==> config.mk <==
export PLATFORM = sky130hd
export DESIGN_NAME = regFile
export DESIGN_NICKNAME = d
export VERILOG_FILES = /design/src/source/lsuPkg.sv /design/src/source/regFile.sv
export SDC_FILE = /design/constraint.sdc
export NUM_CORES = 1
export LEC_CHECK = 0
export ABC_AREA = 1
export BUFFER_PORTS_ARGS = -buffer_cell sky130_fd_sc_hd__buf_2
export CAP_MARGIN = 20
export CORE_ASPECT_RATIO = 0.7
export CORE_MARGIN = 2
export CORE_UTILIZATION = 45
export CTS_CLUSTER_DIAMETER = 150
export DETAILED_ROUTE_END_ITERATION = 6
export MAX_ROUTING_LAYER = met4
export SYNTH_ARGS = -nofsm -noshare
export SYNTH_HDL_FRONTEND = slang
export SYNTH_SLANG_ARGS = --single-unit
==> constraint.sdc <==
create_clock -name clk -period 2.9 [get_ports clk]
set_input_delay 0.145 -clock clk [delete_from_list [all_inputs] [get_ports clk]]
set_output_delay 0.145 -clock clk [all_outputs]
set_load 0.02 [all_outputs]
==> src/source/lsuPkg.sv <==
package lsuPkg;

    localparam int dataWidth    = 16;
    localparam int regAddrWidth = 4;
    localparam int memAddrWidth = 10;                   // Byte address
    localparam int memWords     = 2 ** (memAddrWidth - 1);
    localparam int regCount     = 2 ** regAddrWidth;

    typedef enum logic [2:0] {
        opLoadByte  = 3'd0,                             // Zero-extended
        opLoadWord  = 3'd1,
        opStoreByte = 3'd2,
        opStoreWord = 3'd3,
        opLoadImm   = 3'd4                              // Skips the memory array
    } memOp_t;

    // Command as it arrives from outside
    typedef struct packed {
        memOp_t                  op;
        logic [regAddrWidth-1:0] dest;
        logic [regAddrWidth-1:0] base;
        logic [regAddrWidth-1:0] src;
        logic [dataWidth-1:0]    offset;
    } lsuCmd_t;

    typedef struct packed {
        memOp_t                  op;
        logic [regAddrWidth-1:0] dest;
        logic [dataWidth-1:0]    addr;
        logic [dataWidth-1:0]    data;                  // Store data or immediate
    } memStage_t;

    typedef struct packed {
        logic [regAddrWidth-1:0] dest;
        logic [dataWidth-1:0]    data;
    } wbStage_t;

    typedef struct packed {
        logic [memAddrWidth-1:0] addr;
        logic [dataWidth-1:0]    data;
    } flashWr_t;

    // Ops that write a register at the end of the pipe
    function automatic logic isProducer(memOp_t op);
        return (op == opLoadByte) || (op == opLoadWord) || (op == opLoadImm);
    endfunction

    function automatic logic isStore(memOp_t op);
        return (op == opStoreByte) || (op == opStoreWord);
    endfunction

    // Base register feeds the address of every memory access
    function automatic logic usesBase(memOp_t op);
        return op != opLoadImm;
    endfunction

endpackage

==> src/source/regFile.sv <==
module regFile (
    input  logic                                clk,
    input  logic                                rst,

    input  logic [lsuPkg::regAddrWidth-1:0]     rdAddrA,
    input  logic [lsuPkg::regAddrWidth-1:0]     rdAddrB,
    output logic [lsuPkg::dataWidth-1:0]        rdDataA,
    output logic [lsuPkg::dataWidth-1:0]        rdDataB,

    input  logic                                wrEn,
    input  logic [lsuPkg::regAddrWidth-1:0]     wrAddr,
    input  logic [lsuPkg::dataWidth-1:0]        wrData
);

    logic [lsuPkg::dataWidth-1:0] regs [lsuPkg::regCount];

    always_ff @(posedge clk) begin
        if (rst) begin
            for (int i = 0; i < lsuPkg::regCount; i++) begin
                regs[i] <= '0;
            end
        end else if (wrEn) begin
            regs[wrAddr] <= wrData;
        end
    end

    // Bypass so a same-cycle write is visible to readers
    always_comb begin
        if (wrEn && wrAddr == rdAddrA) begin
            rdDataA = wrData;
        end else begin
            rdDataA = regs[rdAddrA];
        end
    end

    always_comb begin
        if (wrEn && wrAddr == rdAddrB) begin
            rdDataB = wrData;
        end else begin
            rdDataB = regs[rdAddrB];
        end
    end

endmodule

==> results.sh <==
export IMPL_synth_area_mux_share_pct=0
export IMPL_yosys_warnings=0
export IMPL_post_cts_buffers=0
export IMPL_setup_tns_ns=0
export IMPL_area_growth_pct=11.1
export IMPL_wirelength_um=57400
export IMPL_p_int_w=0.00653
export IMPL_cts_resized=0
export IMPL_ys_async_sr_fraction_pct=0
export IMPL_portBuffers=62
export IMPL_max_vdd_ir_drop_v=0.000378
export IMPL_drt_initial_drc_count=1965
export IMPL_cap_violations=0
export IMPL_synth_fa_ha_area_share_pct=0
export IMPL_fin_area_um2=17200
export IMPL_synth_compound_area_share_pct=0.526
export IMPL_cts_buffers=28
export IMPL_powerDensity_nw_per_um2=540
export IMPL_power_frac_seq_pct=46.7
export IMPL_path_class="input pin to output pin"
export IMPL_diodes=0
export IMPL_yosysMostFrequentCell="nand2_1"
export IMPL_stdcell_count=2597
export IMPL_hp_start="rst"
export IMPL_largest_reg_flops=256
export IMPL_pwr_share_clk_pct=36.0
export IMPL_crit_fanout=23
export IMPL_dpl_cell_area_um2=16400
export IMPL_hp_class="input pin to flip-flop"
export IMPL_grt_pass1_wl_um=86000
export IMPL_antenna_found_initial=0
export IMPL_synth_xor_area_share_pct=0
export IMPL_p_leak_nw=8.14
export IMPL_outcome="finished clean"
export IMPL_cp_start_kind="input pin"
export IMPL_synth_cell_types=20
export IMPL_cts_hold_buf=0
export IMPL_min_path_cells=3
export IMPL_yosysSeqAreaShare_pct=49.7
export IMPL_rsz0062_at_grt="false"
export IMPL_cts_root_buf="clkbuf_16"
export IMPL_io_pins=63
export IMPL_synth_area_leader_cell="edfxtp_1"
export IMPL_synth_top_family_by_area="simple AND/OR/NAND/NOR gates"
export IMPL_switching_share_pct=29.7
export IMPL_synthCells=2091
export IMPL_vias=14700
export IMPL_die_area_um2=35900
export IMPL_firstDrtPassIters=6
export IMPL_p_sw_w=0.00276
export IMPL_tightest_slew_ns=0.741
export IMPL_synth_top_area_share_pct=49.7
export IMPL_synth_nets=2122
export IMPL_start_util_pct=45.9
export IMPL_path_clk_slew_ns=0.07
export IMPL_finalSetupViolCount=0
export IMPL_die_h_um=159
export IMPL_hold_end="regs[2][1]"
export IMPL_fin_util_pct=51.0
export IMPL_slew_viol_final=0
export IMPL_pre_cts_ws_ns=0.627
export IMPL_dp_cells=2546
export IMPL_antenna_left=0
export IMPL_tritoncts="done"
export IMPL_synth_edff_count=256
export IMPL_grt_pass1_vias=13900
export IMPL_min_period_over_period_pct=81.4
export IMPL_grtUsageTotal_pct=33.0
export IMPL_yosys_top_cells_area="edfxtp_1 (50%), nand2_1 (15%), nand3_1 (14%)"
export IMPL_slew_headroom_pct=50.5
export IMPL_place_congestion=0.943
export IMPL_clock_path_buffers=3
export IMPL_worst_setup_path_end_kind="output pin"
export IMPL_ys_ff_latch=256
export IMPL_cp_required_ns=2.76
export IMPL_avgSynthCellArea_um2=7.40
export IMPL_overflow=0
export IMPL_grt_max_degree=43
export IMPL_drive_gt1_share_pct=9.80
export IMPL_fin_crit_ns=2.36
export IMPL_core_area_um2=33700
export IMPL_fill_cells=3341
export IMPL_reg_largest_list="regs: 256 flops"
export IMPL_comb_power_share_pct=17.3
export IMPL_synth_common_cells="nand2_1 (630), nand3_1 (448), inv_1 (280), nor2_1 (259), edfxtp_1 (256)"
export IMPL_ys_flop_type="edfxtp_1"
export IMPL_finalHoldViolCount=0
export IMPL_setup_slack_ns=0.540
export IMPL_cts_sinks=256
export IMPL_drc=0
export IMPL_largest_register="regs"
export IMPL_viasPerCell=5.66
export IMPL_syn_area_um2=15500
export IMPL_wl_per_cell_um=22.1
export IMPL_synth_simple_area_share_pct=38.6
export IMPL_die_width_um=226
export IMPL_arrival_ns=2.22
export IMPL_cts_max_level=1
export IMPL_dp_final_hpwl_um=35800
export IMPL_fmax_mhz=424
export IMPL_core_rowCount=56
export IMPL_nets=2143
## routing by layer
metal | GRT usage, % | share of wire [%] | vias up
met5 | - | 0 | -
met4 | 11.9 | 3.9 | 0
met3 | 7.88 | 12 | 135
met2 | 47.0 | 42 | 938
met1 | 45.8 | 42 | 6916
li1 | - | - | 6710
## per-stage QoR
step           total power (W)  hold slack (ns)
6_report               0.00929            0.102
5_1_grt                0.00961            0.107
4_1_cts                0.00927           0.0835
3_5_place_dp           0.00597            0.661
3_3_place_gp           0.00595            0.655
2_1_floorplan          0.00539            0.421
## power by group through the flow
stage | Sequential [W] | Combinational, W | Clock (W)
after global placement | 0.00441 | 0.00155 | 0
after CTS | 0.00434 | 0.00157 | 0.00337
after floorplan | 0.00439 | 0.000996 | 0
after global routing | 0.00435 | 0.00174 | 0.00352
after detailed placement | 0.00441 | 0.00156 | 0
final | 0.00434 | 0.00161 | 0.00334
## kinds of logic after synthesis
family / after synthesis
DFF: 256
buffers and inverters: 434
and+or+nand+nor: 1391
AOI/OAI and AO/OA: 10
## layout by cell type, fill, tap and decap left out
cell type  synthesis  layout
o21ai_2            1       1
nand3_2            2       2
clkinv_2           0       5
clkinv_4           0       1
inv_1            280     276
nand3_1          448     448
edfxtp_1         256     256
inv_4              0       2
o22ai_1            4       4
inv_2              6       8
nor2_1           259     259
a21oi_2            3       3
nand2_1          630     630
a21oi_4            1       1
buf_4              0      70
buf_12             0       7
nor3_4             4       4
buf_2             78      60
nand4_1           32      32
nand2_2           16      16
o21ai_1            1       1
clkbuf_1          41       9
clkbuf_16          0      29
clkinv_1           2       9
## final cells by class
type / count / area, um^2 / share of cell area (%)
Multi-Input combinational cell: 1401 / 6050 / 35.2
Clock inverter: 13 / 60.1 / 0.349
Tap cell: 464 / 581 / 3.38
Clock buffer: 38 / 759 / 4.42
Timing Repair Buffer: 137 / 966 / 5.62
Sequential cell: 256 / 7690 / 44.7
Inverter: 288 / 1090 / 6.32
## worst max-delay path, stage by stage
cell,delay [ns]
buf_2,0.20
inv_1,0.11
buf_4,0.38
nand2_1,0.16
a21oi_4,0.19
nand3_2,0.46
nand2_1,0.21
nand2_1,0.15
buf_2,0.20
## how the worst max path moves through the flow
stage | slack [ns] | start | cells past startpoint | to
after floorplan | 1.14 | rst | 6 | regs[10][0]
after global placement | 0.61 | rdAddrB[2] | 9 | rdDataB[4]
after detailed placement | 0.63 | rdAddrB[2] | 9 | rdDataB[4]
after CTS | 0.62 | rdAddrB[2] | 9 | rdDataB[4]
after global routing | 0.47 | rdAddrA[2] | 7 | rdDataA[2]
final | 0.54 | rdAddrB[2] | 9 | rdDataB[4]
(Power assumes the default switching activity.)
