===== config.mk =====
export PLATFORM = sky130hd
export DESIGN_NAME = addrGen
export DESIGN_NICKNAME = d
export VERILOG_FILES = /design/src/source/lsuPkg.sv /design/src/source/pipeReg.sv /design/src/source/addrGen.sv
export SDC_FILE = /design/constraint.sdc
export NUM_CORES = 1
export LEC_CHECK = 0
export BUFFER_PORTS_ARGS = -buffer_cell sky130_fd_sc_hd__buf_2
export CAP_MARGIN = 40
export CORE_ASPECT_RATIO = 2
export CORE_MARGIN = 10
export CORE_UTILIZATION = 50
export CTS_BUF_LIST = sky130_fd_sc_hd__clkbuf_8 sky130_fd_sc_hd__clkbuf_16
export DETAILED_ROUTE_END_ITERATION = 6
export MAX_ROUTING_LAYER = met4
export PLACE_DENSITY = 0.87
export SLEW_MARGIN = 0
export SYNTH_ARGS = -nofsm -noshare
export SYNTH_HDL_FRONTEND = slang
export SYNTH_SLANG_ARGS = --single-unit
export TNS_END_PERCENT = 10

===== constraint.sdc =====
create_clock -name clk -period 11 [get_ports clk]
set_input_delay 1.1 -clock clk [delete_from_list [all_inputs] [get_ports clk]]
set_output_delay 1.1 -clock clk [all_outputs]
set_load 0.01 [all_outputs]

===== src/source/lsuPkg.sv =====
package lsuPkg;

    localparam int dataWidth    = 16;
    localparam int regAddrWidth = 4;
    localparam int memAddrWidth = 10;                   // Byte address
    localparam int memWords     = 2 ** (memAddrWidth - 1);
    localparam int regCount     = 2 ** regAddrWidth;

    typedef enum logic [2:0] {
        opLoadByte  = 3'd0,                             // Zero-extended
        opLoadWord  = 3'd1,
        opStoreByte = 3'd2,
        opStoreWord = 3'd3,
        opLoadImm   = 3'd4                              // Skips the memory array
    } memOp_t;

    // Command as it arrives from outside
    typedef struct packed {
        memOp_t                  op;
        logic [regAddrWidth-1:0] dest;
        logic [regAddrWidth-1:0] base;
        logic [regAddrWidth-1:0] src;
        logic [dataWidth-1:0]    offset;
    } lsuCmd_t;

    typedef struct packed {
        memOp_t                  op;
        logic [regAddrWidth-1:0] dest;
        logic [dataWidth-1:0]    addr;
        logic [dataWidth-1:0]    data;                  // Store data or immediate
    } memStage_t;

    typedef struct packed {
        logic [regAddrWidth-1:0] dest;
        logic [dataWidth-1:0]    data;
    } wbStage_t;

    typedef struct packed {
        logic [memAddrWidth-1:0] addr;
        logic [dataWidth-1:0]    data;
    } flashWr_t;

    // Ops that write a register at the end of the pipe
    function automatic logic isProducer(memOp_t op);
        return (op == opLoadByte) || (op == opLoadWord) || (op == opLoadImm);
    endfunction

    function automatic logic isStore(memOp_t op);
        return (op == opStoreByte) || (op == opStoreWord);
    endfunction

    // Base register feeds the address of every memory access
    function automatic logic usesBase(memOp_t op);
        return op != opLoadImm;
    endfunction

endpackage


===== src/source/pipeReg.sv =====
module pipeReg #(
    parameter type payload_t = logic
) (
    input  logic     clk,
    input  logic     rst,

    input  logic     inReq,
    output logic     inAck,
    input  payload_t inData,

    output logic     outReq,
    input  logic     outAck,
    output payload_t outData
);

    logic     full;
    payload_t held;

    // Room when empty or when the held item leaves this edge
    assign inAck   = !full || outAck;
    assign outReq  = full;
    assign outData = held;

    always_ff @(posedge clk) begin
        if (rst) begin
            full <= 1'b0;
        end else if (inAck) begin
            full <= inReq;
        end
    end

    always_ff @(posedge clk) begin
        if (inReq && inAck) begin
            held <= inData;                 // Payload only, no reset
        end
    end

    // Producer side must not change or drop an item that was not taken
    stallHold: assert property (
        @(posedge clk) disable iff (rst)
        (outReq && !outAck) |=> (outReq && $stable(outData))
    );

endmodule


===== src/source/addrGen.sv =====
module addrGen (
    input  logic                                clk,
    input  logic                                rst,

    input  logic                                cmdReq,
    output logic                                cmdAck,
    input  lsuPkg::lsuCmd_t                     cmd,

    output logic [lsuPkg::regAddrWidth-1:0]     rdAddrA,
    output logic [lsuPkg::regAddrWidth-1:0]     rdAddrB,
    input  logic [lsuPkg::dataWidth-1:0]        rdDataA,
    input  logic [lsuPkg::dataWidth-1:0]        rdDataB,

    output logic                                memReq,
    input  logic                                memAck,
    output lsuPkg::memStage_t                   memData,

    input  logic [lsuPkg::regAddrWidth-1:0]     busyDestMem,
    input  logic                                busyMemValid,
    input  logic [lsuPkg::regAddrWidth-1:0]     busyDestWb,
    input  logic                                busyWbValid
);

    lsuPkg::memStage_t nextStage;
    logic              pipeInAck;
    logic              needBase;
    logic              needSrc;
    logic              hazard;

    assign rdAddrA = cmd.base;
    assign rdAddrB = cmd.src;

    always_comb begin
        nextStage.op   = cmd.op;
        nextStage.dest = cmd.dest;
        nextStage.addr = rdDataA + cmd.offset;          // Base plus offset
        if (cmd.op == lsuPkg::opLoadImm) begin
            nextStage.data = cmd.offset;
        end else begin
            nextStage.data = rdDataB;                   // Store data
        end
    end

    // Operands this command actually reads
    assign needBase = lsuPkg::usesBase(cmd.op);
    assign needSrc  = lsuPkg::isStore(cmd.op);

    function automatic logic clash(input logic busy, input logic [lsuPkg::regAddrWidth-1:0] dest,
                                   input logic useA, input logic useB,
                                   input lsuPkg::lsuCmd_t c);
        return busy && ((useA && dest == c.base) || (useB && dest == c.src));
    endfunction

    // Producers still ahead in the pipe, stores never count
    always_comb begin
        hazard = clash(memReq && lsuPkg::isProducer(memData.op), memData.dest,
                       needBase, needSrc, cmd);
        hazard = hazard || clash(busyMemValid, busyDestMem, needBase, needSrc, cmd);
        hazard = hazard || clash(busyWbValid, busyDestWb, needBase, needSrc, cmd);
    end

    assign cmdAck = pipeInAck && !hazard && !rst;       // Held low through reset

    pipeReg #(
        .payload_t (lsuPkg::memStage_t)
    ) u_memPipe (
        .clk     (clk),
        .rst     (rst),
        .inReq   (cmdReq && !hazard),
        .inAck   (pipeInAck),
        .inData  (nextStage),
        .outReq  (memReq),
        .outAck  (memAck),
        .outData (memData)
    );

endmodule


==> metrics <==
commonest non-fill, non-tap cells in the layout=125 x buf_2, 39 x edfxtp_1, 21 x xor2_1; reg-to-reg endpoint=u_memPipe.outData[13]; CP max FO=19; Critical Path RT=9.90 ns; CTS Buffer Depth=2; global route total overflow=0; GRT met1 Usage=0.169; Reg2Reg Launch Point=u_memPipe.outData[32]; Hold-fix buffers, CTS=0; Die H=about 120 µm; max cap viols=0; part of the power in registers=0.476; Hold Crit Start=u_memPipe.outReq; Top delay family on crit path=simple AND/OR/NAND/NOR gates; die area=between 0.008 and 0.009 mm²; Starting Density=0.511; final net count=~440; Power Internal=about 280 µW; layout cells sized above 1=0.448; Yosys reg bits=40; cells after synthesis=around 220; period utilization=0.340; number of setup buffers added after CTS=0; Initial DRC Count=162; slowest cell on the critical path=or4_1; Slew @ Worst Pin=0.511 ns; most common cell after layout, fill and taps aside=buf_2; Hold Path Depth=2; detailed-route via count=around 2300; CP Data Arrival Time=around 2.6 ns; R2R setup slack=about 9 ns; Hold Path Class=flip-flop to flip-flop; IO buf count=around 130; outcome=complete, no violations; most frequent CP cell=buf_2; GRT Util Overall=0.171; largest net degree at the start of global routing=40; DRC violations left=0; Hold Path Sink=u_memPipe.outReq; global-route wire length before repair=about 12000 µm; HPWL after DPL=6220 µm; clk root buf=clkbuf_8; Final Skew=0.0117 ns; switching power=121 µW; IO Count=roughly 130; Max Slew Vio Count=0; Multi-input gate area=0.00133 mm²; final setup TNS=0 ns; Top Usage Layer GRT=met2; relative slew slack=0.659; worst path cell trace=buf_2 > nor3b_4 > buf_8 > or4_1 > o32ai_1 > a22o_1 > nor4b_2 > buf_2; post-layout min period=3.74 ns; vias in the first global route=about 2400; Synthesis Warnings=0; # rows=37; Post-Synthesis Cell Area=between 0.002 and 0.003 mm²; initial antenna violation count=0; vias per inst=between 5 and 6; setup ws final=about 7.3 ns; switch share=0.299; met3 GRT Util=0.0480; Placed Instances=a little under 400; combinational share of power=0.292; Sequential Area=0.00119 mm²; post-CTS sizing=0; Clock transition at path regs=~0.080 ns; WL per Instance=between 15 and 20 µm; post-route ant nets=0; Worst Setup End Kind=output pin; clk_lat worst skew=about 0.3 ns; CTS tree=built; synthesized net count=312; CORE AREA=about 0.0051 mm²; startpoint types=primary input; CTS Buf Count=5; drt first pass iters=4; fillers=about 440; WL final=approximately 7500 µm; Pwr Density=121 mW/mm²; maximum clock frequency=roughly 270 MHz; H-tree depth=2; antenna cells=0; kind of critical path=primary input to output pin; chip width=71.0 µm; post-route insts no fill=402; routability cong.=about 0.86; Synth cell types=46; Clk network pwr share=0.232; area delta synth->final=28.4%; worst vdd ir=between 0.08 and 0.09 mV; FF-to-FF path depth=5; sequential share of the synthesized area=0.457; RSZ-0062 raised after global routing=no; Critical Path Max Stage Delay=~0.52 ns; endpoints failing hold=0; Synth Area per Inst=~12 µm²; clk sink count=40; CP bufs+invs=3; met2 usage=0.296; final setup violating endpoints=0; Leak Pwr=between 0.001 and 0.0015 µW; dpl ws=7.26 ns
[how the worst max path moves through the flow]
stage	from	end	cells after the start	slack (ns)
after detailed placement	cmd[30]	cmdAck	8	7.26
after CTS	cmd[30]	cmdAck	8	7.26
after global placement	cmd[28]	cmdAck	7	6.92
after floorplan	cmd[28]	u_memPipe.outData[0]	5	5.83
after global routing	cmd[30]	cmdAck	8	7.17
final	cmd[30]	cmdAck	8	7.26
[stage by stage]
stage               utilization  instance area, µm²  total power (µW)  hold WS, ns
global placement          0.637                3250               312        0.571
global route              0.656                3340               428        0.622
finish                    0.656                3340               406        0.588
floorplan                     -                2600               268        0.568
detailed placement        0.640                3260               316        0.579
CTS                       0.656                3340               410        0.591
[power by group through the flow]
stage	Sequential, µW	Clock [µW]	Combinational (µW)
after global placement	196	0	115
final	193	94.2	119
after CTS	193	96.9	120
after detailed placement	197	0	119
after floorplan	206	0	61.5
after global routing	195	102	130
[layer usage]
metal  routed length (µm)  vias to the layer above
li1                     -                     1074
met3                  564                       16
met5                    0                        -
met4                  210                        0
met2                 3980                      108
met1                 2740                     1053
[cell usage after synthesis (all sizes together)]
cell type / number / area [µm²]
o22ai: 1 / 12.5
a21oi: 14 / 70.1
nand3b: 1 / 7.51
a211o: 1 / 8.76
o311ai: 2 / 17.5
ha: 15 / 188
o21ai: 8 / 40.0
a2111oi: 1 / 8.76
nor4b: 1 / 15.0
a31oi: 1 / 6.26
o21a: 2 / 15.0
a21bo: 1 / 10.0
nand2: 6 / 22.5
xnor2: 15 / 131
clkbuf: 1 / 3.75
mux2: 16 / 180
nand3: 4 / 20.0
mux2i: 2 / 20.0
nor3: 6 / 30.0
dfxtp: 1 / 20.0
or3b: 1 / 8.76
nor4: 2 / 12.5
o2111ai: 1 / 8.76
nand4: 1 / 6.26
a22o: 2 / 17.5
inv: 4 / 15.0
nand2b: 6 / 37.5
and4: 1 / 8.76
a211oi: 4 / 30.0
o32ai: 2 / 17.5
or4: 2 / 15.0
nor3b: 2 / 26.3
edfxtp: 39 / 1170
a21o: 5 / 37.5
xor2: 21 / 184
o211a: 1 / 10.0
fa: 1 / 20.0
and3: 2 / 12.5
o211ai: 4 / 30.0
nor2: 8 / 30.0
nor2b: 1 / 6.26
and2: 1 / 6.26
buf: 9 / 65.1
[state kept, by name (all words and copies together), names as in the netlist]
name and cells:
u_memPipe.outData 39, u_memPipe.outReq 1
[worst min-delay path, cell delays in order, from the launching register on]
cell,delay (ns)
dfxtp_1,0.33
nand2b_1,0.13
o22ai_2,0.08
[cell type report]
type                    instances  area share
inverters                       4     0.00449
clock inverters                 3     0.00374
multi-input cells             165       0.399
flip-flops and latches         40       0.356
clock buffers                   5      0.0206
well taps                      58      0.0217
repair buffers                127       0.194
[logic make-up (layout without fill, tap and decap cells)]
group,count (synthesis),in the layout,synth area share
flip-flops,40,40,0.457
XOR/XNOR,36,36,0.121
adder cells (fa/ha/maj),16,16,0.0798
buffers and inverters,14,139,0.0322
AO/OA/AOI/OAI,50,50,0.131
AND/OR/NAND/NOR,45,45,0.102
multiplexers,18,18,0.0769
Note: power is estimated with default switching activity, not from simulation.
